### src/rtl/bpu_pkg.sv
`default_nettype none

package bpu_pkg;

    localparam int XLEN = 32;

    typedef logic [XLEN-1:0] addr_t;
    typedef logic [1:0]      ctr_t;  // msb set means taken

    localparam ctr_t CTR_INIT = 2'b01;  // weakly not-taken

    localparam logic [6:0] OPC_BRANCH = 7'b1100011;
    localparam logic [6:0] OPC_JAL    = 7'b1101111;
    localparam logic [6:0] OPC_JALR   = 7'b1100111;

    // link registers that mark a return
    localparam logic [4:0] RA_REG       = 5'd1;
    localparam logic [4:0] ALT_LINK_REG = 5'd5;

    typedef struct packed {
        logic       imm12;
        logic [5:0] imm10_5;
        logic [4:0] rs2;
        logic [4:0] rs1;
        logic [2:0] funct3;
        logic [3:0] imm4_1;
        logic       imm11;
        logic [6:0] opcode;
    } b_view_t;

    typedef struct packed {
        logic       imm20;
        logic [9:0] imm10_1;
        logic       imm11;
        logic [7:0] imm19_12;
        logic [4:0] rd;
        logic [6:0] opcode;
    } j_view_t;

    typedef struct packed {
        logic [11:0] imm;
        logic [4:0]  rs1;
        logic [2:0]  funct3;
        logic [4:0]  rd;
        logic [6:0]  opcode;
    } i_view_t;

    // one instruction word, three decodings
    typedef union packed {
        b_view_t b_view;
        j_view_t j_view;
        i_view_t i_view;
    } inst_u;

endpackage

`default_nettype wire
### src/rtl/bpu_decode_if.sv
`timescale 1ns/1ns
`default_nettype none

interface bpu_decode_if;

    bpu_pkg::addr_t fetch_pc;
    logic           is_branch;
    logic           is_jal;
    logic           is_jalr;
    logic           is_ret;
    bpu_pkg::addr_t br_target;   // pc + b immediate
    bpu_pkg::addr_t jal_target;  // pc + j immediate
    bpu_pkg::addr_t seq_pc;      // pc + 4

    modport src (
        output fetch_pc, is_branch, is_jal, is_jalr, is_ret,
        output br_target, jal_target, seq_pc
    );

    modport dst (
        input fetch_pc, is_branch, is_jal, is_jalr, is_ret,
        input br_target, jal_target, seq_pc
    );

endinterface

`default_nettype wire

### src/rtl/bpu_next_pc.sv
`timescale 1ns/1ns
`default_nettype none

module bpu_next_pc (
    bpu_decode_if.dst       dec_i,
    input  logic            dir_taken_i,
    input  logic            btb_hit_i,
    input  logic            ras_pop_now_i,
    input  logic            ras_nonempty_i,
    input  bpu_pkg::addr_t  btb_target_i,
    input  bpu_pkg::addr_t  ras_top_i,
    input  logic            push_valid_i,
    input  bpu_pkg::addr_t  push_addr_i,
    output logic            branch_o,
    output logic            pred_taken_o,
    output bpu_pkg::addr_t  pred_pc_o
);

    assign branch_o = dec_i.is_branch || dec_i.is_jal || dec_i.is_jalr;

    always_comb begin
        pred_taken_o = 1'b0;
        pred_pc_o    = dec_i.seq_pc;
        if (dec_i.is_ret) begin
            if (ras_pop_now_i) begin
                pred_taken_o = 1'b0;  // stack top is about to change
            end else if (push_valid_i) begin
                pred_taken_o = 1'b1;  // call in decode this cycle
                pred_pc_o    = push_addr_i;
            end else if (ras_nonempty_i) begin
                pred_taken_o = 1'b1;
                pred_pc_o    = ras_top_i;
            end
        end else if (dec_i.is_jal) begin
            pred_taken_o = 1'b1;
            pred_pc_o    = btb_hit_i ? btb_target_i : dec_i.jal_target;
        end else if (dec_i.is_jalr) begin
            // indirect target unknown here
            pred_taken_o = 1'b0;
        end else if (dec_i.is_branch && dir_taken_i) begin
            pred_taken_o = 1'b1;
            pred_pc_o    = btb_hit_i ? btb_target_i : dec_i.br_target;
        end
    end

endmodule

`default_nettype wire

### src/flat_wrapper.sv
// flat-port wrapper written by rule: the top's interface ports become plain ports
module bpu_next_pc_flat 
  (dir_taken_i, btb_hit_i, ras_pop_now_i, ras_nonempty_i, btb_target_i, ras_top_i, push_valid_i, push_addr_i, branch_o, pred_taken_o, pred_pc_o, dec_i_fetch_pc, dec_i_is_branch, dec_i_is_jal, dec_i_is_jalr, dec_i_is_ret, dec_i_br_target, dec_i_jal_target, dec_i_seq_pc);
  bpu_decode_if dec_i_i ();
  input  logic dir_taken_i;
  input  logic btb_hit_i;
  input  logic ras_pop_now_i;
  input  logic ras_nonempty_i;
  input  bpu_pkg::addr_t btb_target_i;
  input  bpu_pkg::addr_t ras_top_i;
  input  logic push_valid_i;
  input  bpu_pkg::addr_t push_addr_i;
  output logic branch_o;
  output logic pred_taken_o;
  output bpu_pkg::addr_t pred_pc_o;
  input wire logic [$bits(dec_i_i.fetch_pc)-1:0] dec_i_fetch_pc;
  input wire logic [$bits(dec_i_i.is_branch)-1:0] dec_i_is_branch;
  input wire logic [$bits(dec_i_i.is_jal)-1:0] dec_i_is_jal;
  input wire logic [$bits(dec_i_i.is_jalr)-1:0] dec_i_is_jalr;
  input wire logic [$bits(dec_i_i.is_ret)-1:0] dec_i_is_ret;
  input wire logic [$bits(dec_i_i.br_target)-1:0] dec_i_br_target;
  input wire logic [$bits(dec_i_i.jal_target)-1:0] dec_i_jal_target;
  input wire logic [$bits(dec_i_i.seq_pc)-1:0] dec_i_seq_pc;
  assign dec_i_i.fetch_pc = dec_i_fetch_pc;
  assign dec_i_i.is_branch = dec_i_is_branch;
  assign dec_i_i.is_jal = dec_i_is_jal;
  assign dec_i_i.is_jalr = dec_i_is_jalr;
  assign dec_i_i.is_ret = dec_i_is_ret;
  assign dec_i_i.br_target = dec_i_br_target;
  assign dec_i_i.jal_target = dec_i_jal_target;
  assign dec_i_i.seq_pc = dec_i_seq_pc;
  bpu_next_pc u_core (.dec_i(dec_i_i), .dir_taken_i(dir_taken_i), .btb_hit_i(btb_hit_i), .ras_pop_now_i(ras_pop_now_i), .ras_nonempty_i(ras_nonempty_i), .btb_target_i(btb_target_i), .ras_top_i(ras_top_i), .push_valid_i(push_valid_i), .push_addr_i(push_addr_i), .branch_o(branch_o), .pred_taken_o(pred_taken_o), .pred_pc_o(pred_pc_o));
endmodule
### config.mk
export PLATFORM = sky130hd
export DESIGN_NAME = bpu_next_pc_flat
export DESIGN_NICKNAME = d
export VERILOG_FILES = /design/src/rtl/bpu_pkg.sv /design/src/rtl/bpu_decode_if.sv /design/src/rtl/bpu_next_pc.sv /design/src/flat_wrapper.sv
export SDC_FILE = /design/constraint.sdc
export NUM_CORES = 1
export LEC_CHECK = 0
export BUFFER_PORTS_ARGS = -buffer_cell sky130_fd_sc_hd__clkbuf_2
export CORE_AREA = 2 2 104 106
export DETAILED_ROUTE_END_ITERATION = 10
export DIE_AREA = 0 0 106 108
export PLACE_DENSITY = 0.64
export SYNTH_ARGS = -nofsm -noshare
export SYNTH_HDL_FRONTEND = slang
export SYNTH_SLANG_ARGS = --single-unit
### constraint.sdc
create_clock -name vclk -period 2
set_input_delay 0.2 -clock vclk [all_inputs]
set_output_delay 0.2 -clock vclk [all_outputs]
set_load 0.005 [all_outputs]
==> results.md <==
* Met1 Usage GRT at 18.8%
* Filler cells at 1,141
* CP peak stage delay at 0.65 ns
* Synth cell count leaders: 62 x o22ai_1, 33 x mux2i_1, 32 x nor2_1
* Seq/Total Area, Yosys at 0%
* Static leakage at 1.65 nW
* Busiest layer in global routing: met2
* GPL Wtd Cong at 0.901
* Share of layout cells above drive strength 1 at 50.1%
* Total Routing Usage GR at 16.0%
* Vias per cell at 5.20
* Starting DRC count in detailed routing at 254
* Final hold vios at 0
* Initial antenna violation count at 0
* Global route overflow at 0
* Endpoint class of the critical path: primary output
* PortBufs at 235
* Layout net count at 754
* CP dominant cell by count: clkbuf_2
* DR WL/cell at 15.8 µm
* Syn Area/Cell at 6.43 µm²
* Fin crit period at 1.80 ns
* Inserted Diodes at 0
* Number of global-route vias before repair at 3,321
* Hold buffers post-CTS at 0
* Worst min path class: in -> out
* Post-CTS Resized at 0
* Top-count cell post-synth: o22ai_1
* Pre-CTS WS at 0.196 ns
* Post-synth top area share at 19.8%
* CP Class: in -> out
* FF+latch count at 0
* Synth unique cells at 26
* WP data required at 1.80 ns
* RSZ-0062 raised after global routing: no
* I/O pins at 267
* DRT antenna net count at 0
* Clock buffers at 0
* Area grow syn2layout at 65.7%
* DP Wirelength at 8190 µm
* Final Max Tran Viols at 0
* Die Wd at 106 µm
* GR Util met3 at 1.15%
* Syn Std Cell Area at 1950 µm²
* Num rows at 37
* Initial core utilization at 19.1%
* DRC viols at 0
* Area leader, netlist: o22ai_1
* Max-capacitance violation count at 0
* Worst Path Arrival at 1.60 ns
* Final setup viols at 0
* Setup TNS at 0 ns
* Largest net degree at the start of global routing at 33
* Die height at 108 µm
* Critical Path Slowest Stage Cell: or3b_4
* DRT Pass-1 Iters at 4
* Slew margin rel. at 67.9%
* M2 GR Usage at 32.1%
* Post-route setup slack at 0.195 ns
* CP Max Fanout at 30
* Hold path startpoint: dec_i_is_jalr
* First-pass GRT wire length at 15,400 µm
* Fmax at 0.554 GHz
* Top post-synthesis cells by area: o22ai_1 20%, mux2i_1 17%, o221ai_1 11%
* CP Cell Sequence: clkbuf_2 > or3b_4 > o221ai_1 > o22ai_1 > clkbuf_2
* Max IR drop VDD at 0.116 mV
* Syn_nets at 537
* YS warnings at 0
* Core box area at 10,200 µm²
* Run status: completed
* Reg area at 0 µm²
* Worst slew pin tran at 0.482 ns
* Tot Pwr at 0.706 mW
* Final WL at 10,300 µm
* Mapped Cells at 304
* CP Launch Point: dec_i_is_jal
* Die area at 11,400 µm²
* PD cells at 218 nW/µm²
* Crit share post-route at 90.2%
* Routed via count at 3,405
* Setup bufs post-CTS at 0
* Crit path launch type: input pin
[worst max-delay path: cells and delay by family]
| family | cells | cell delay (ns) |
|---|---|---|
| compound gates | 2 | 0.39 |
| buf+inv | 2 | 0.33 |
| simple gates | 1 | 0.65 |
[kinds of logic (layout without fill, tap and decap cells)]
group | count (synthesis) | count (layout) | share of synthesized area, %
compound gates | 159 | 159 | 52.9
mux | 34 | 34 | 17.5
buf+inv | 39 | 254 | 9.92
simple gates | 72 | 72 | 19.7
[power by group]
part	total, mW	leakage, nW	internal, mW	switching [mW]
clock network	0	0	0	0
registers	0	0	0	0
logic	0.706	1.65	0.364	0.343
[worst paths after layout]
| check | cells past startpoint | endpoint |
|---|---|---|
| worst min-delay path | 3 | branch_o |
| worst max-delay path | 5 | pred_pc_o[9] |
[cell usage in the layout, fill, tap and decap left out]
master / n
nor3b_1: 1
o32ai_1: 1
a2bb2oi_1: 1
nor2_1: 32
o221ai_2: 5
buf_4: 16
mux2_2: 1
or3b_4: 1
or3_1: 2
mux2i_1: 33
o22ai_1: 62
nand2_1: 2
a211oi_1: 1
a31oi_1: 1
inv_1: 3
nand2b_1: 2
o221ai_1: 25
nor2b_1: 31
o21ai_0: 31
o21ba_2: 1
a21oi_1: 31
nand3b_4: 1
clkbuf_2: 235
[per-layer routing]
metal | vias up | wire length (µm)
met1 | 1562 | 4150
met2 | 198 | 5320
met4 | 0 | 80
li1 | 1639 | -
met5 | - | 0
met3 | 6 | 791
[layout make-up]
| cell class | count | area, µm² | area share (%) |
|---|---|---|---|
| well taps | 136 | 170 | 5.26 |
| repair buffers | 251 | 1300 | 40.0 |
| inverters | 3 | 11.3 | 0.348 |
| multi-input cells | 265 | 1760 | 54.4 |
[metrics by stage]
stage                     area [µm²]  cells  hold slack, ns  util [%]
after floorplan                 1950    304           0.487         -
after global placement          3240    655           0.703      31.6
after detailed placement        3240    655           0.700      31.6
after CTS                       3240    655           0.704      31.6
after global routing            3240    655           0.720      31.6
final                           3240    655           0.700      31.6
No activity file was read; power rests on OpenSTA's default activity.
