==> config.mk <==
export PLATFORM = sky130hd
export DESIGN_NAME = bpu_ras_flat
export DESIGN_NICKNAME = d
export VERILOG_FILES = /design/src/rtl/bpu_pkg.sv /design/src/rtl/bpu_update_if.sv /design/src/rtl/bpu_ras.sv /design/src/flat_wrapper.sv
export SDC_FILE = /design/constraint.sdc
export NUM_CORES = 2
export LEC_CHECK = 0
export ABC_AREA = 1
export BUFFER_PORTS_ARGS = -buffer_cell sky130_fd_sc_hd__buf_4
export CORE_AREA = 2 2 629 381
export CTS_CLUSTER_SIZE = 12
export DETAILED_ROUTE_END_ITERATION = 10
export DIE_AREA = 0 0 631 383
export GPL_ROUTABILITY_DRIVEN = 0
export PLACE_DENSITY = 0.53
export SLEW_MARGIN = 0
export SYNTH_ARGS = -nofsm -noshare
export SYNTH_HDL_FRONTEND = slang
export SYNTH_SLANG_ARGS = --single-unit
==> constraint.sdc <==
create_clock -name clk -period 12.5 [get_ports clk]
set_input_delay 3.125 -clock clk [delete_from_list [all_inputs] [get_ports clk]]
set_output_delay 3.125 -clock clk [all_outputs]
set_load 0.03 [all_outputs]
==> src/rtl/bpu_pkg.sv <==
`default_nettype none

package bpu_pkg;

    localparam int XLEN = 32;

    typedef logic [XLEN-1:0] addr_t;
    typedef logic [1:0]      ctr_t;  // msb set means taken

    localparam ctr_t CTR_INIT = 2'b01;  // weakly not-taken

    localparam logic [6:0] OPC_BRANCH = 7'b1100011;
    localparam logic [6:0] OPC_JAL    = 7'b1101111;
    localparam logic [6:0] OPC_JALR   = 7'b1100111;

    // link registers that mark a return
    localparam logic [4:0] RA_REG       = 5'd1;
    localparam logic [4:0] ALT_LINK_REG = 5'd5;

    typedef struct packed {
        logic       imm12;
        logic [5:0] imm10_5;
        logic [4:0] rs2;
        logic [4:0] rs1;
        logic [2:0] funct3;
        logic [3:0] imm4_1;
        logic       imm11;
        logic [6:0] opcode;
    } b_view_t;

    typedef struct packed {
        logic       imm20;
        logic [9:0] imm10_1;
        logic       imm11;
        logic [7:0] imm19_12;
        logic [4:0] rd;
        logic [6:0] opcode;
    } j_view_t;

    typedef struct packed {
        logic [11:0] imm;
        logic [4:0]  rs1;
        logic [2:0]  funct3;
        logic [4:0]  rd;
        logic [6:0]  opcode;
    } i_view_t;

    // one instruction word, three decodings
    typedef union packed {
        b_view_t b_view;
        j_view_t j_view;
        i_view_t i_view;
    } inst_u;

endpackage

`default_nettype wire
==> src/rtl/bpu_update_if.sv <==
`timescale 1ns/1ns
`default_nettype none

interface bpu_update_if;

    logic           upd_valid;
    logic           upd_taken;
    bpu_pkg::addr_t upd_pc;
    bpu_pkg::addr_t upd_target;
    logic           ex_ret;      // execute word is a return
    logic           push_valid;  // call seen in decode, ungated
    bpu_pkg::addr_t push_addr;
    logic           pop_en;
    logic           push_en;

    modport src (
        output upd_valid, upd_taken, upd_pc, upd_target, ex_ret,
        output push_valid, push_addr, pop_en, push_en
    );

    modport tbl (
        input upd_valid, upd_taken, upd_pc, upd_target, ex_ret,
        input push_valid, push_addr, pop_en, push_en
    );

endinterface

`default_nettype wire

==> src/rtl/bpu_ras.sv <==
`timescale 1ns/1ns
`default_nettype none

module bpu_ras #(
    parameter int RAS_DEPTH = 64
) (
    input  logic            clk,
    input  logic            rst,
    bpu_update_if.tbl       upd_i,
    output logic            pop_now_o,
    output logic            nonempty_o,
    output bpu_pkg::addr_t  top_o
);

    localparam int IDX_W = $clog2(RAS_DEPTH);
    localparam int PTR_W = IDX_W + 1;  // extra bit so full is representable

    bpu_pkg::addr_t   stack_q [RAS_DEPTH];
    logic [PTR_W-1:0] sp_q;           // next free slot
    logic [PTR_W-1:0] sp_dec;
    logic [PTR_W-1:0] sp_after_pop;
    logic             do_pop;
    logic             do_push;

    assign sp_dec = sp_q - 1'b1;

    assign nonempty_o = (sp_q != '0);
    assign top_o      = stack_q[sp_dec[IDX_W-1:0]];
    assign pop_now_o  = upd_i.pop_en;

    // pop goes first, push then lands on the new top
    assign do_pop       = upd_i.pop_en && nonempty_o;
    assign sp_after_pop = do_pop ? sp_dec : sp_q;
    assign do_push      = upd_i.push_en && (sp_after_pop != PTR_W'(RAS_DEPTH));

    always_ff @(posedge clk or posedge rst) begin
        if (rst) begin
            sp_q <= '0;
        end else if (do_push) begin
            sp_q <= sp_after_pop + 1'b1;
        end else begin
            sp_q <= sp_after_pop;
        end
    end

    always_ff @(posedge clk) begin
        if (do_push) begin
            stack_q[sp_after_pop[IDX_W-1:0]] <= upd_i.push_addr;
        end
    end

endmodule

`default_nettype wire

==> src/flat_wrapper.sv <==
// flat-port wrapper written by rule: the top's interface ports become plain ports
module bpu_ras_flat 
#(
    parameter int RAS_DEPTH = 64
)
  (clk, rst, pop_now_o, nonempty_o, top_o, upd_i_upd_valid, upd_i_upd_taken, upd_i_upd_pc, upd_i_upd_target, upd_i_ex_ret, upd_i_push_valid, upd_i_push_addr, upd_i_pop_en, upd_i_push_en);
  bpu_update_if upd_i_i ();
  input  logic clk;
  input  logic rst;
  output logic pop_now_o;
  output logic nonempty_o;
  output bpu_pkg::addr_t top_o;
  input wire logic [$bits(upd_i_i.upd_valid)-1:0] upd_i_upd_valid;
  input wire logic [$bits(upd_i_i.upd_taken)-1:0] upd_i_upd_taken;
  input wire logic [$bits(upd_i_i.upd_pc)-1:0] upd_i_upd_pc;
  input wire logic [$bits(upd_i_i.upd_target)-1:0] upd_i_upd_target;
  input wire logic [$bits(upd_i_i.ex_ret)-1:0] upd_i_ex_ret;
  input wire logic [$bits(upd_i_i.push_valid)-1:0] upd_i_push_valid;
  input wire logic [$bits(upd_i_i.push_addr)-1:0] upd_i_push_addr;
  input wire logic [$bits(upd_i_i.pop_en)-1:0] upd_i_pop_en;
  input wire logic [$bits(upd_i_i.push_en)-1:0] upd_i_push_en;
  assign upd_i_i.upd_valid = upd_i_upd_valid;
  assign upd_i_i.upd_taken = upd_i_upd_taken;
  assign upd_i_i.upd_pc = upd_i_upd_pc;
  assign upd_i_i.upd_target = upd_i_upd_target;
  assign upd_i_i.ex_ret = upd_i_ex_ret;
  assign upd_i_i.push_valid = upd_i_push_valid;
  assign upd_i_i.push_addr = upd_i_push_addr;
  assign upd_i_i.pop_en = upd_i_pop_en;
  assign upd_i_i.push_en = upd_i_push_en;
  bpu_ras #(.RAS_DEPTH(RAS_DEPTH)) u_core (.clk(clk), .rst(rst), .upd_i(upd_i_i), .pop_now_o(pop_now_o), .nonempty_o(nonempty_o), .top_o(top_o));
endmodule
==> reports/metrics.yaml <==
clock_network:
  postCtsSetupBuffers: 0
  cts_hold_buf: 0
  clockBufferDepth: 4
  clkSinkCount: 2055
  clk_pin_slew_ns: 0.07
  clock_latency_ns: 0.84
  cts_tree: "done"
  post_cts_resized: 0
  h-tree-depth: 4
  cts_buffers: 199
  cts-root-buf: "clkbuf_16"
synth:
  ys_warn_count: 0
  ys_seq_area_share_pct: 75.0
  yosys_register_bits: 2055
  synthCells: 6714
  synth_cell_types: 27
  syn_nets: 6821
  netlist_area_um2: 82200
  synth_area_per_cell_um2: 12.2
timing:
  rsz0062_at_grt: "no"
  tns_ns: 0
  worst_pin_slew_ns: 1.15
  final-hold-violation-count: 0
  max-slew-margin-rel_pct: 23.6
  period_share_pct: 72.5
  layout_min_cycle_time_ns: 9.06
  timing.fmax_ghz: 0.110
  setup_viol: 0
  fin_skew_ns: 0.0340
  drv_slew: 0
routing:
  wl_um: 251000
  num_vias: 53282
  drt_first_iter_violations: 6807
  firstDrtPassIters: 6
  wl_per_cell_um: 25.5
  avgViaCountPerCell: 5.41
  detail-route-antenna-nets: 0
  drc: 0
place:
  place_area_um2: 86400
  io_buffers: 69
  dp_hpwl_um: 123000
worst_setup_path:
  critPathLaunchType: "flip-flop"
  critPathRequiredTime_ns: 9.38
  end_kind: "output port"
  arrival_ns: 5.94
  worstPathMaxFanout: 184
  path_class: "reg2out"
floorplanning:
  coreArea_um2: 237000
  start_util_pct: 34.7
  rows: 139
  die_w_um: 631
  die_y_um: 383
  dieArea_um2: 242000
  pin_count: 138
cells_and_area:
  stdcell_area_um2: 91600
  layout.nets: 6756
  syn_to_final_growth_pct: 11.4
  drive_above_1_share_pct: 7.33
power_and_ir_drop:
  p_leak_nw: 30.8
  power_density_nw_per_um2: 246
  ir_worst_vdd_v: 0.000490
run_status:
  outcome: "complete, no violations"
min_path:
  hp-class: "reg2reg"
flow_run:
  drv_cap: 0
global_routing:
  grt_pass1_vias: 49066
  grt-ovfl-total: 0
  grt_max_degree: 191
  grt_usage_pct: 20.3
  antenna_found_initial: 17
  grt_pass1_wl_um: 359000
-- cell families (layout without fill, tap and decap cells) --
family                     after synthesis  after routing  synth area share (%)
AOI/OAI and AO/OA                      858            858                  5.52
xor gates and xnor gates                 2              2                0.0213
adders and majority gates                3              3                0.0457
buffers and inverters                  603            564                  2.93
DFF                                   2055           2055                  75.0
other                                    0              2                     0
and+or+nand+nor                       3193           3193                  16.5
-- through the flow --
step	power, mW	setup slack (ns)	util (%)	instances	hold slack (ns)
2_1_floorplan	13.5	6.11	-	6714	0.606
3_3_place_gp	17.2	4.44	36.5	9620	0.679
3_5_place_dp	17.3	4.38	36.5	9620	0.671
4_1_cts	22.6	3.51	38.7	9847	0.685
5_1_grt	23.7	3.03	38.7	9848	0.766
6_report	22.5	3.44	38.7	9849	0.688
-- sequential cells by signal, indices dropped and copies added (netlist names) --
name            count
u_core.sp_q         7
u_core.stack_q   2048
-- final timing paths --
| path | from | end | slack (ns) | cells past startpoint |
|---|---|---|---|---|
| max reg2reg | u_core.sp_q[0] | u_core.stack_q[10][16] | 6.28 | 13 |
| min | u_core.sp_q[6] | u_core.sp_q[6] | 0.69 | 5 |
| max in group asynchronous | rst | u_core.sp_q[0] | 9.92 | 2 |
| max | u_core.sp_q[0] | top_o[27] | 3.44 | 12 |
| min reg2reg | u_core.sp_q[6] | u_core.sp_q[6] | 0.69 | 5 |
| min in group asynchronous | rst | u_core.sp_q[2] | 2.29 | 2 |
-- per-layer routing --
metal	GRT usage, %	routed length (µm)	vias up
met1	32.1	118000	26717
met3	3.63	24000	274
met5	0	13	-
met4	3.90	4400	2
met2	28.9	105000	2423
li1	-	-	23866
-- power breakdown --
part / switching, mW / leakage, nW / internal [mW] / total [mW]
Sequential: 0.0716 / 18.5 / 7.83 / 7.90
Clock: 2.44 / 2.54 / 2.85 / 5.29
Combinational: 7.01 / 9.73 / 2.32 / 9.34
Total: 9.52 / 30.8 / 13.0 / 22.5
-- cells in the mapped netlist, drive strengths merged --
master	instances	area share, %
inv	153	0.70
buf	168	0.94
o21ai	526	3.2
xor2	2	0.021
nand4	2	0.015
o22ai	192	1.5
nor2	478	2.2
nor3	1	0.0061
clkinv	1	0.0046
a21oi	140	0.85
ha	3	0.046
edfxtp	2048	75
dfrtp	7	0.21
nand3	1176	7.2
clkbuf	281	1.3
nand2	1536	7.0
-- placed cells by master (no fill, tap or decap), drive strengths merged --
master / instances
o21ai: 526
diode: 2
inv: 155
xor2: 2
nor2: 478
edfxtp: 2048
ha: 3
dfrtp: 7
nand3: 1176
buf: 183
nand4: 2
a21oi: 140
nand2: 1536
o22ai: 192
clkinv: 7
nor3: 1
clkbuf: 219
-- layout make-up --
type,count,area [µm²]
fillers,22351,145000
flip-flops and latches,2055,61700
multi-input cells,4056,18700
clock buffers,219,5120
well taps,3172,3970
repair buffers,183,1510
inverters,154,601
clock inverters,8,52.6
diodes,2,5.00
-- critical path, stage by stage (launching register included) --
cell	delay (ns)
dfrtp_4	0.88
buf_4	0.74
buf_12	0.67
buf_4	0.87
o21ai_0	0.24
o22ai_1	0.24
nand2_1	0.07
nand3_1	0.09
nand3_1	0.15
nand2_1	0.13
nand2_1	0.15
nand2_1	0.41
buf_4	0.24
No activity file was read; power rests on OpenSTA's default activity.
