--- config.mk ---
export PLATFORM = sky130hd
export DESIGN_NAME = bpu_bimodal_flat
export DESIGN_NICKNAME = d
export VERILOG_FILES = /design/src/rtl/bpu_pkg.sv /design/src/rtl/bpu_update_if.sv /design/src/rtl/bpu_decode_if.sv /design/src/rtl/bpu_bimodal.sv /design/src/flat_wrapper.sv
export SDC_FILE = /design/constraint.sdc
export NUM_CORES = 2
export LEC_CHECK = 0
export ABC_AREA = 1
export BUFFER_PORTS_ARGS = -buffer_cell sky130_fd_sc_hd__buf_2
export CAP_MARGIN = 30
export CELL_PAD_IN_SITES_DETAIL_PLACEMENT = 1
export CELL_PAD_IN_SITES_GLOBAL_PLACEMENT = 2
export CORE_MARGIN = 2
export CORE_UTILIZATION = 33
export CTS_BUF_LIST = sky130_fd_sc_hd__clkbuf_2 sky130_fd_sc_hd__clkbuf_4 sky130_fd_sc_hd__clkbuf_8
export DETAILED_ROUTE_END_ITERATION = 10
export PLACE_DENSITY = 0.78
export SLEW_MARGIN = 20
export SYNTH_ARGS = -nofsm -noshare
export SYNTH_HDL_FRONTEND = slang
export SYNTH_SLANG_ARGS = --single-unit
export TNS_END_PERCENT = 30
--- constraint.sdc ---
create_clock -name clk -period 28.1 [get_ports clk]
set_input_delay 2.81 -clock clk [delete_from_list [all_inputs] [get_ports clk]]
set_output_delay 2.81 -clock clk [all_outputs]
set_load 0.01 [all_outputs]
--- src/rtl/bpu_pkg.sv ---
`default_nettype none

package bpu_pkg;

    localparam int XLEN = 32;

    typedef logic [XLEN-1:0] addr_t;
    typedef logic [1:0]      ctr_t;  // msb set means taken

    localparam ctr_t CTR_INIT = 2'b01;  // weakly not-taken

    localparam logic [6:0] OPC_BRANCH = 7'b1100011;
    localparam logic [6:0] OPC_JAL    = 7'b1101111;
    localparam logic [6:0] OPC_JALR   = 7'b1100111;

    // link registers that mark a return
    localparam logic [4:0] RA_REG       = 5'd1;
    localparam logic [4:0] ALT_LINK_REG = 5'd5;

    typedef struct packed {
        logic       imm12;
        logic [5:0] imm10_5;
        logic [4:0] rs2;
        logic [4:0] rs1;
        logic [2:0] funct3;
        logic [3:0] imm4_1;
        logic       imm11;
        logic [6:0] opcode;
    } b_view_t;

    typedef struct packed {
        logic       imm20;
        logic [9:0] imm10_1;
        logic       imm11;
        logic [7:0] imm19_12;
        logic [4:0] rd;
        logic [6:0] opcode;
    } j_view_t;

    typedef struct packed {
        logic [11:0] imm;
        logic [4:0]  rs1;
        logic [2:0]  funct3;
        logic [4:0]  rd;
        logic [6:0]  opcode;
    } i_view_t;

    // one instruction word, three decodings
    typedef union packed {
        b_view_t b_view;
        j_view_t j_view;
        i_view_t i_view;
    } inst_u;

endpackage

`default_nettype wire
--- src/rtl/bpu_update_if.sv ---
`timescale 1ns/1ns
`default_nettype none

interface bpu_update_if;

    logic           upd_valid;
    logic           upd_taken;
    bpu_pkg::addr_t upd_pc;
    bpu_pkg::addr_t upd_target;
    logic           ex_ret;      // execute word is a return
    logic           push_valid;  // call seen in decode, ungated
    bpu_pkg::addr_t push_addr;
    logic           pop_en;
    logic           push_en;

    modport src (
        output upd_valid, upd_taken, upd_pc, upd_target, ex_ret,
        output push_valid, push_addr, pop_en, push_en
    );

    modport tbl (
        input upd_valid, upd_taken, upd_pc, upd_target, ex_ret,
        input push_valid, push_addr, pop_en, push_en
    );

endinterface

`default_nettype wire

--- src/rtl/bpu_decode_if.sv ---
`timescale 1ns/1ns
`default_nettype none

interface bpu_decode_if;

    bpu_pkg::addr_t fetch_pc;
    logic           is_branch;
    logic           is_jal;
    logic           is_jalr;
    logic           is_ret;
    bpu_pkg::addr_t br_target;   // pc + b immediate
    bpu_pkg::addr_t jal_target;  // pc + j immediate
    bpu_pkg::addr_t seq_pc;      // pc + 4

    modport src (
        output fetch_pc, is_branch, is_jal, is_jalr, is_ret,
        output br_target, jal_target, seq_pc
    );

    modport dst (
        input fetch_pc, is_branch, is_jal, is_jalr, is_ret,
        input br_target, jal_target, seq_pc
    );

endinterface

`default_nettype wire

--- src/rtl/bpu_bimodal.sv ---
`timescale 1ns/1ns
`default_nettype none

module bpu_bimodal #(
    parameter int BIMODAL_ENTRIES = 512
) (
    input  logic         clk,
    input  logic         rst,
    bpu_decode_if.dst    dec_i,
    bpu_update_if.tbl    upd_i,
    output logic         dir_taken_o
);

    localparam int IDX_W = $clog2(BIMODAL_ENTRIES);

    bpu_pkg::ctr_t    ctr_q [BIMODAL_ENTRIES];
    logic [IDX_W-1:0] rd_idx;
    logic [IDX_W-1:0] upd_idx;
    bpu_pkg::ctr_t    upd_cur;
    bpu_pkg::ctr_t    upd_next;

    // halfword granularity, bit 0 skipped
    assign rd_idx  = dec_i.fetch_pc[IDX_W:1];
    assign upd_idx = upd_i.upd_pc[IDX_W:1];

    assign dir_taken_o = ctr_q[rd_idx][1];

    assign upd_cur = ctr_q[upd_idx];

    always_comb begin
        upd_next = upd_cur;
        if (upd_i.upd_taken) begin
            if (upd_cur != 2'b11) begin
                upd_next = upd_cur + 2'b01;
            end
        end else if (upd_cur != 2'b00) begin
            upd_next = upd_cur - 2'b01;
        end
    end

    always_ff @(posedge clk or posedge rst) begin
        if (rst) begin
            for (int i = 0; i < BIMODAL_ENTRIES; i++) begin
                ctr_q[i] <= bpu_pkg::CTR_INIT;
            end
        end else if (upd_i.upd_valid) begin
            ctr_q[upd_idx] <= upd_next;  // trained on every resolved branch
        end
    end

endmodule

`default_nettype wire

--- src/flat_wrapper.sv ---
// flat-port wrapper written by rule: the top's interface ports become plain ports
module bpu_bimodal_flat 
#(
    parameter int BIMODAL_ENTRIES = 512
)
  (clk, rst, dir_taken_o, dec_i_fetch_pc, dec_i_is_branch, dec_i_is_jal, dec_i_is_jalr, dec_i_is_ret, dec_i_br_target, dec_i_jal_target, dec_i_seq_pc, upd_i_upd_valid, upd_i_upd_taken, upd_i_upd_pc, upd_i_upd_target, upd_i_ex_ret, upd_i_push_valid, upd_i_push_addr, upd_i_pop_en, upd_i_push_en);
  bpu_decode_if dec_i_i ();
  bpu_update_if upd_i_i ();
  input  logic clk;
  input  logic rst;
  output logic dir_taken_o;
  input wire logic [$bits(dec_i_i.fetch_pc)-1:0] dec_i_fetch_pc;
  input wire logic [$bits(dec_i_i.is_branch)-1:0] dec_i_is_branch;
  input wire logic [$bits(dec_i_i.is_jal)-1:0] dec_i_is_jal;
  input wire logic [$bits(dec_i_i.is_jalr)-1:0] dec_i_is_jalr;
  input wire logic [$bits(dec_i_i.is_ret)-1:0] dec_i_is_ret;
  input wire logic [$bits(dec_i_i.br_target)-1:0] dec_i_br_target;
  input wire logic [$bits(dec_i_i.jal_target)-1:0] dec_i_jal_target;
  input wire logic [$bits(dec_i_i.seq_pc)-1:0] dec_i_seq_pc;
  input wire logic [$bits(upd_i_i.upd_valid)-1:0] upd_i_upd_valid;
  input wire logic [$bits(upd_i_i.upd_taken)-1:0] upd_i_upd_taken;
  input wire logic [$bits(upd_i_i.upd_pc)-1:0] upd_i_upd_pc;
  input wire logic [$bits(upd_i_i.upd_target)-1:0] upd_i_upd_target;
  input wire logic [$bits(upd_i_i.ex_ret)-1:0] upd_i_ex_ret;
  input wire logic [$bits(upd_i_i.push_valid)-1:0] upd_i_push_valid;
  input wire logic [$bits(upd_i_i.push_addr)-1:0] upd_i_push_addr;
  input wire logic [$bits(upd_i_i.pop_en)-1:0] upd_i_pop_en;
  input wire logic [$bits(upd_i_i.push_en)-1:0] upd_i_push_en;
  assign dec_i_i.fetch_pc = dec_i_fetch_pc;
  assign dec_i_i.is_branch = dec_i_is_branch;
  assign dec_i_i.is_jal = dec_i_is_jal;
  assign dec_i_i.is_jalr = dec_i_is_jalr;
  assign dec_i_i.is_ret = dec_i_is_ret;
  assign dec_i_i.br_target = dec_i_br_target;
  assign dec_i_i.jal_target = dec_i_jal_target;
  assign dec_i_i.seq_pc = dec_i_seq_pc;
  assign upd_i_i.upd_valid = upd_i_upd_valid;
  assign upd_i_i.upd_taken = upd_i_upd_taken;
  assign upd_i_i.upd_pc = upd_i_upd_pc;
  assign upd_i_i.upd_target = upd_i_upd_target;
  assign upd_i_i.ex_ret = upd_i_ex_ret;
  assign upd_i_i.push_valid = upd_i_push_valid;
  assign upd_i_i.push_addr = upd_i_push_addr;
  assign upd_i_i.pop_en = upd_i_pop_en;
  assign upd_i_i.push_en = upd_i_push_en;
  bpu_bimodal #(.BIMODAL_ENTRIES(BIMODAL_ENTRIES)) u_core (.clk(clk), .rst(rst), .dec_i(dec_i_i), .upd_i(upd_i_i), .dir_taken_o(dir_taken_o));
endmodule
==> impl_results.md <==
* Worst min path class: register to register
* Synth Instances at between 9000 and 10000
* Worst hold margin at about 0.47 ns
* Clk pwr share at between 40% and 50%
* Max IR drop VDD at 0.0475 mV
* Mean Syn Cell Area at between 6 and 7 sq um
* Endpoints failing setup at 0
* Setup TNS at 0 ns
* Hold Path Sink: u_core.ctr_q[370]$_DFFE_PP1P_
* Clock skew at between 0.06 and 0.07 ns
* Cts hold-fix bufs at 0
* Post-synth net total at ~9300
* HPWL Detailed at approximately 160000 um
* Vias/cell at between 5 and 6
* DRC at 0
* # clock sinks at 1024
* All-Layer GR Usage at a little under a third
* Die Y at approximately 430 um
* Reg clk slew, reported paths at 0.05 ns
* Core area at around 180000 sq um
* DR iter-0 viols at 5200
* Cell Chain, Critical Path: buf_8 > inv_8 > buf_4 > buf_4 > o21ai_0 > o22ai_1 > nand2_1 > nand3_1 > nand3_1 > nand3_1 > nand3_1 > a21oi_1 > o21ai_0 > nand2_1 > buf_2
* Die Area at approximately 180000 sq um
* CP Capture Type: output pin
* Unrepaired setup endpoints after global routing: false
* Initial antenna violation count at 15
* # Max-Cap Violations at 0
* Final min period at just under 10 ns
* Sw Share at just under 30%
* CTS H-tree depth at 4
* Postcts setup bufs at 0
* Largest net degree at the start of global routing at about 180
* Largest registers: u_core.ctr_q: 1024 flops
* P per Cell Area at between 50 and 60 nW/um^2
* Crit path DAT at slightly above 7 ns
* Global route overflow at 0
* Int Pwr at 0.00254 W
* Row Count at between 150 and 200
* Number of flip-flops in the largest register at a little over 1000
* Peak Freq at between 100 and 150 MHz
* Worst-skew pair later-pin latency at between 1 and 1.5 ns
* Most used cell, CP: nand3_1
* Global-route wire length before repair at between 400000 and 500000 um
* WL per Instance at 24.6 um
* Count of cell types in the netlist at 26
* Via count at 62200
* Die W at between 400 and 500 um
* R2R depth at 19
* P_sw at 0.00105 W
* Reg power frac at between 40 and 50%
* Min-delay src: u_core.ctr_q[370]$_DFFE_PP1P_
* Sequential-to-total area share from yosys stat at 44.2%
* Placer Congestion at 0.831
* Logic pwr share at under 10%
* Layout cell share with drive strength beyond 1 at a little under an eighth
* Starting Density at 33.2%
* Reg with most FFs: u_core.ctr_q
* Status: completed
* Most common cell after layout, fill and taps aside: nand2_1
* Root buffer cell: clkbuf_8
* Period utilization at around a third
* # resized after CTS at 0
* Routed Wire Length at 281000 um
* Pins over their slew limit at 0
* RR Startpoint: u_core.ctr_q[126]$_DFFE_PP1P_
* Hold path cells at 2
* Antenna-violating nets left at 0
* Max-slew headroom at the worst pin at under 10%
* Initial DRT Pass Iterations at 6
* R2R setup slack at 22.90 ns
* PortBufs at 22
* Leak at 31.4 nW
* Critical path required time at 25.29 ns
* Slowest CP cell: buf_4
* Most frequent cells in the layout: nand2_1 (4633), nand3_1 (732), inv_1 (583)
* Final Hold Vio Count at 0
* TritonCTS clock tree: done
* CP max FO at just under 70
* Reg-to-Reg End: u_core.ctr_q[640]$_DFFE_PP1P_
* Io pins at roughly 240
* Flip-flop and latch count after synthesis at just over 1000
* Max clock buf depth at 3
* Post-layout util at a little under two fifths
* Vias in the first global route at 64200
* CTS Buf Count at 200
* Setup CP Type: input port to output pin
* Startpoint types: input port
* Slew @ Worst Pin at ~1.4 ns
* CP max stage delay at between 0.7 and 0.8 ns
* Layout Nets at approximately 9100
* Yosys warnings at 0
* Layout area overhead at 10.5%
* Area of the mapped netlist at ~60000 sq um
## synthesized netlist by cell type (all sizes together)
cell type | number | area, sq um
o21bai | 1 | 7.51
buf | 310 | 1700
a21oi | 49 | 245
inv | 604 | 2270
a22oi | 2 | 15.0
o21ai | 325 | 1630
clkinv | 15 | 56.3
nand3 | 733 | 3670
clkbuf | 246 | 923
nand2 | 4636 | 17400
nor2 | 546 | 2050
o22ai | 128 | 801
nand4 | 56 | 350
dfstp | 512 | 13500
nor3 | 410 | 2050
dfrtp | 512 | 12800
## final cells by class
| type | instances | area, sq um |
|---|---|---|
| clock buffer | 346 | 4270 |
| inverter | 619 | 2390 |
| multi-input combinational | 6886 | 28300 |
| clock inverter | 27 | 241 |
| tap | 2355 | 2950 |
| antenna | 10 | 25.0 |
| timing repair buffer | 142 | 1260 |
| fill | 22900 | 113000 |
| sequential | 1024 | 26300 |
## layer usage
| layer | GRT usage, % | vias to the layer above | share of wire [%] |
|---|---|---|---|
| met5 | 0 | - | 0.015 |
| met4 | 12.0 | 6 | 4.0 |
| met3 | 5.01 | 560 | 6.7 |
| met2 | 48.7 | 2062 | 45 |
| met1 | 40.1 | 31700 | 44 |
| li1 | - | 27900 | - |
## how the worst max path moves through the flow
stage	to	from	depth (start not counted)
floorplan	u_core.ctr_q[1001]$_DFFE_PP0P_	rst	1
global placement	u_core.ctr_q[792]$_DFFE_PP1P_	upd_i_upd_pc[1]	25
detailed placement	u_core.ctr_q[518]$_DFFE_PP1P_	upd_i_upd_pc[1]	25
CTS	dir_taken_o	dec_i_fetch_pc[1]	15
global route	dir_taken_o	dec_i_fetch_pc[1]	15
finish	dir_taken_o	dec_i_fetch_pc[1]	15
## worst max-delay path: cells and delay by family
family,cells,cell delay (ns)
buffers and inverters,5,2.17
AND/OR/NAND/NOR,6,1.27
AO/OA/AOI/OAI,4,0.68
## power by group through the flow
stage / clock network [W] / registers, W / logic, W
finish: 0.00172 / 0.00153 / 0.000344
global route: 0.00182 / 0.00153 / 0.000360
CTS: 0.00175 / 0.00152 / 0.000337
detailed placement: 0 / 0.00155 / 0.000337
global placement: 0 / 0.00155 / 0.000335
floorplan: 0 / 0.00154 / 0.000186
## metrics by stage
stage | total power (W) | std cells | area, sq um | setup WS [ns]
finish | 0.00359 | 11400 | 65700 | 18.23
global route | 0.00371 | 11400 | 65700 | 18.10
CTS | 0.00362 | 11400 | 65600 | 18.36
detailed placement | 0.00188 | 11000 | 61100 | 17.41
global placement | 0.00188 | 11000 | 61000 | 17.47
floorplan | 0.00173 | 9085 | 59500 | 11.59
## cell families after synthesis
kind of cell / Yosys count / share of synthesized area, %
buf+inv: 1175 / 8.32
compound gates: 505 / 4.53
flops: 1024 / 44.2
simple gates: 6381 / 43.0
No activity file was read; power rests on OpenSTA's default activity.
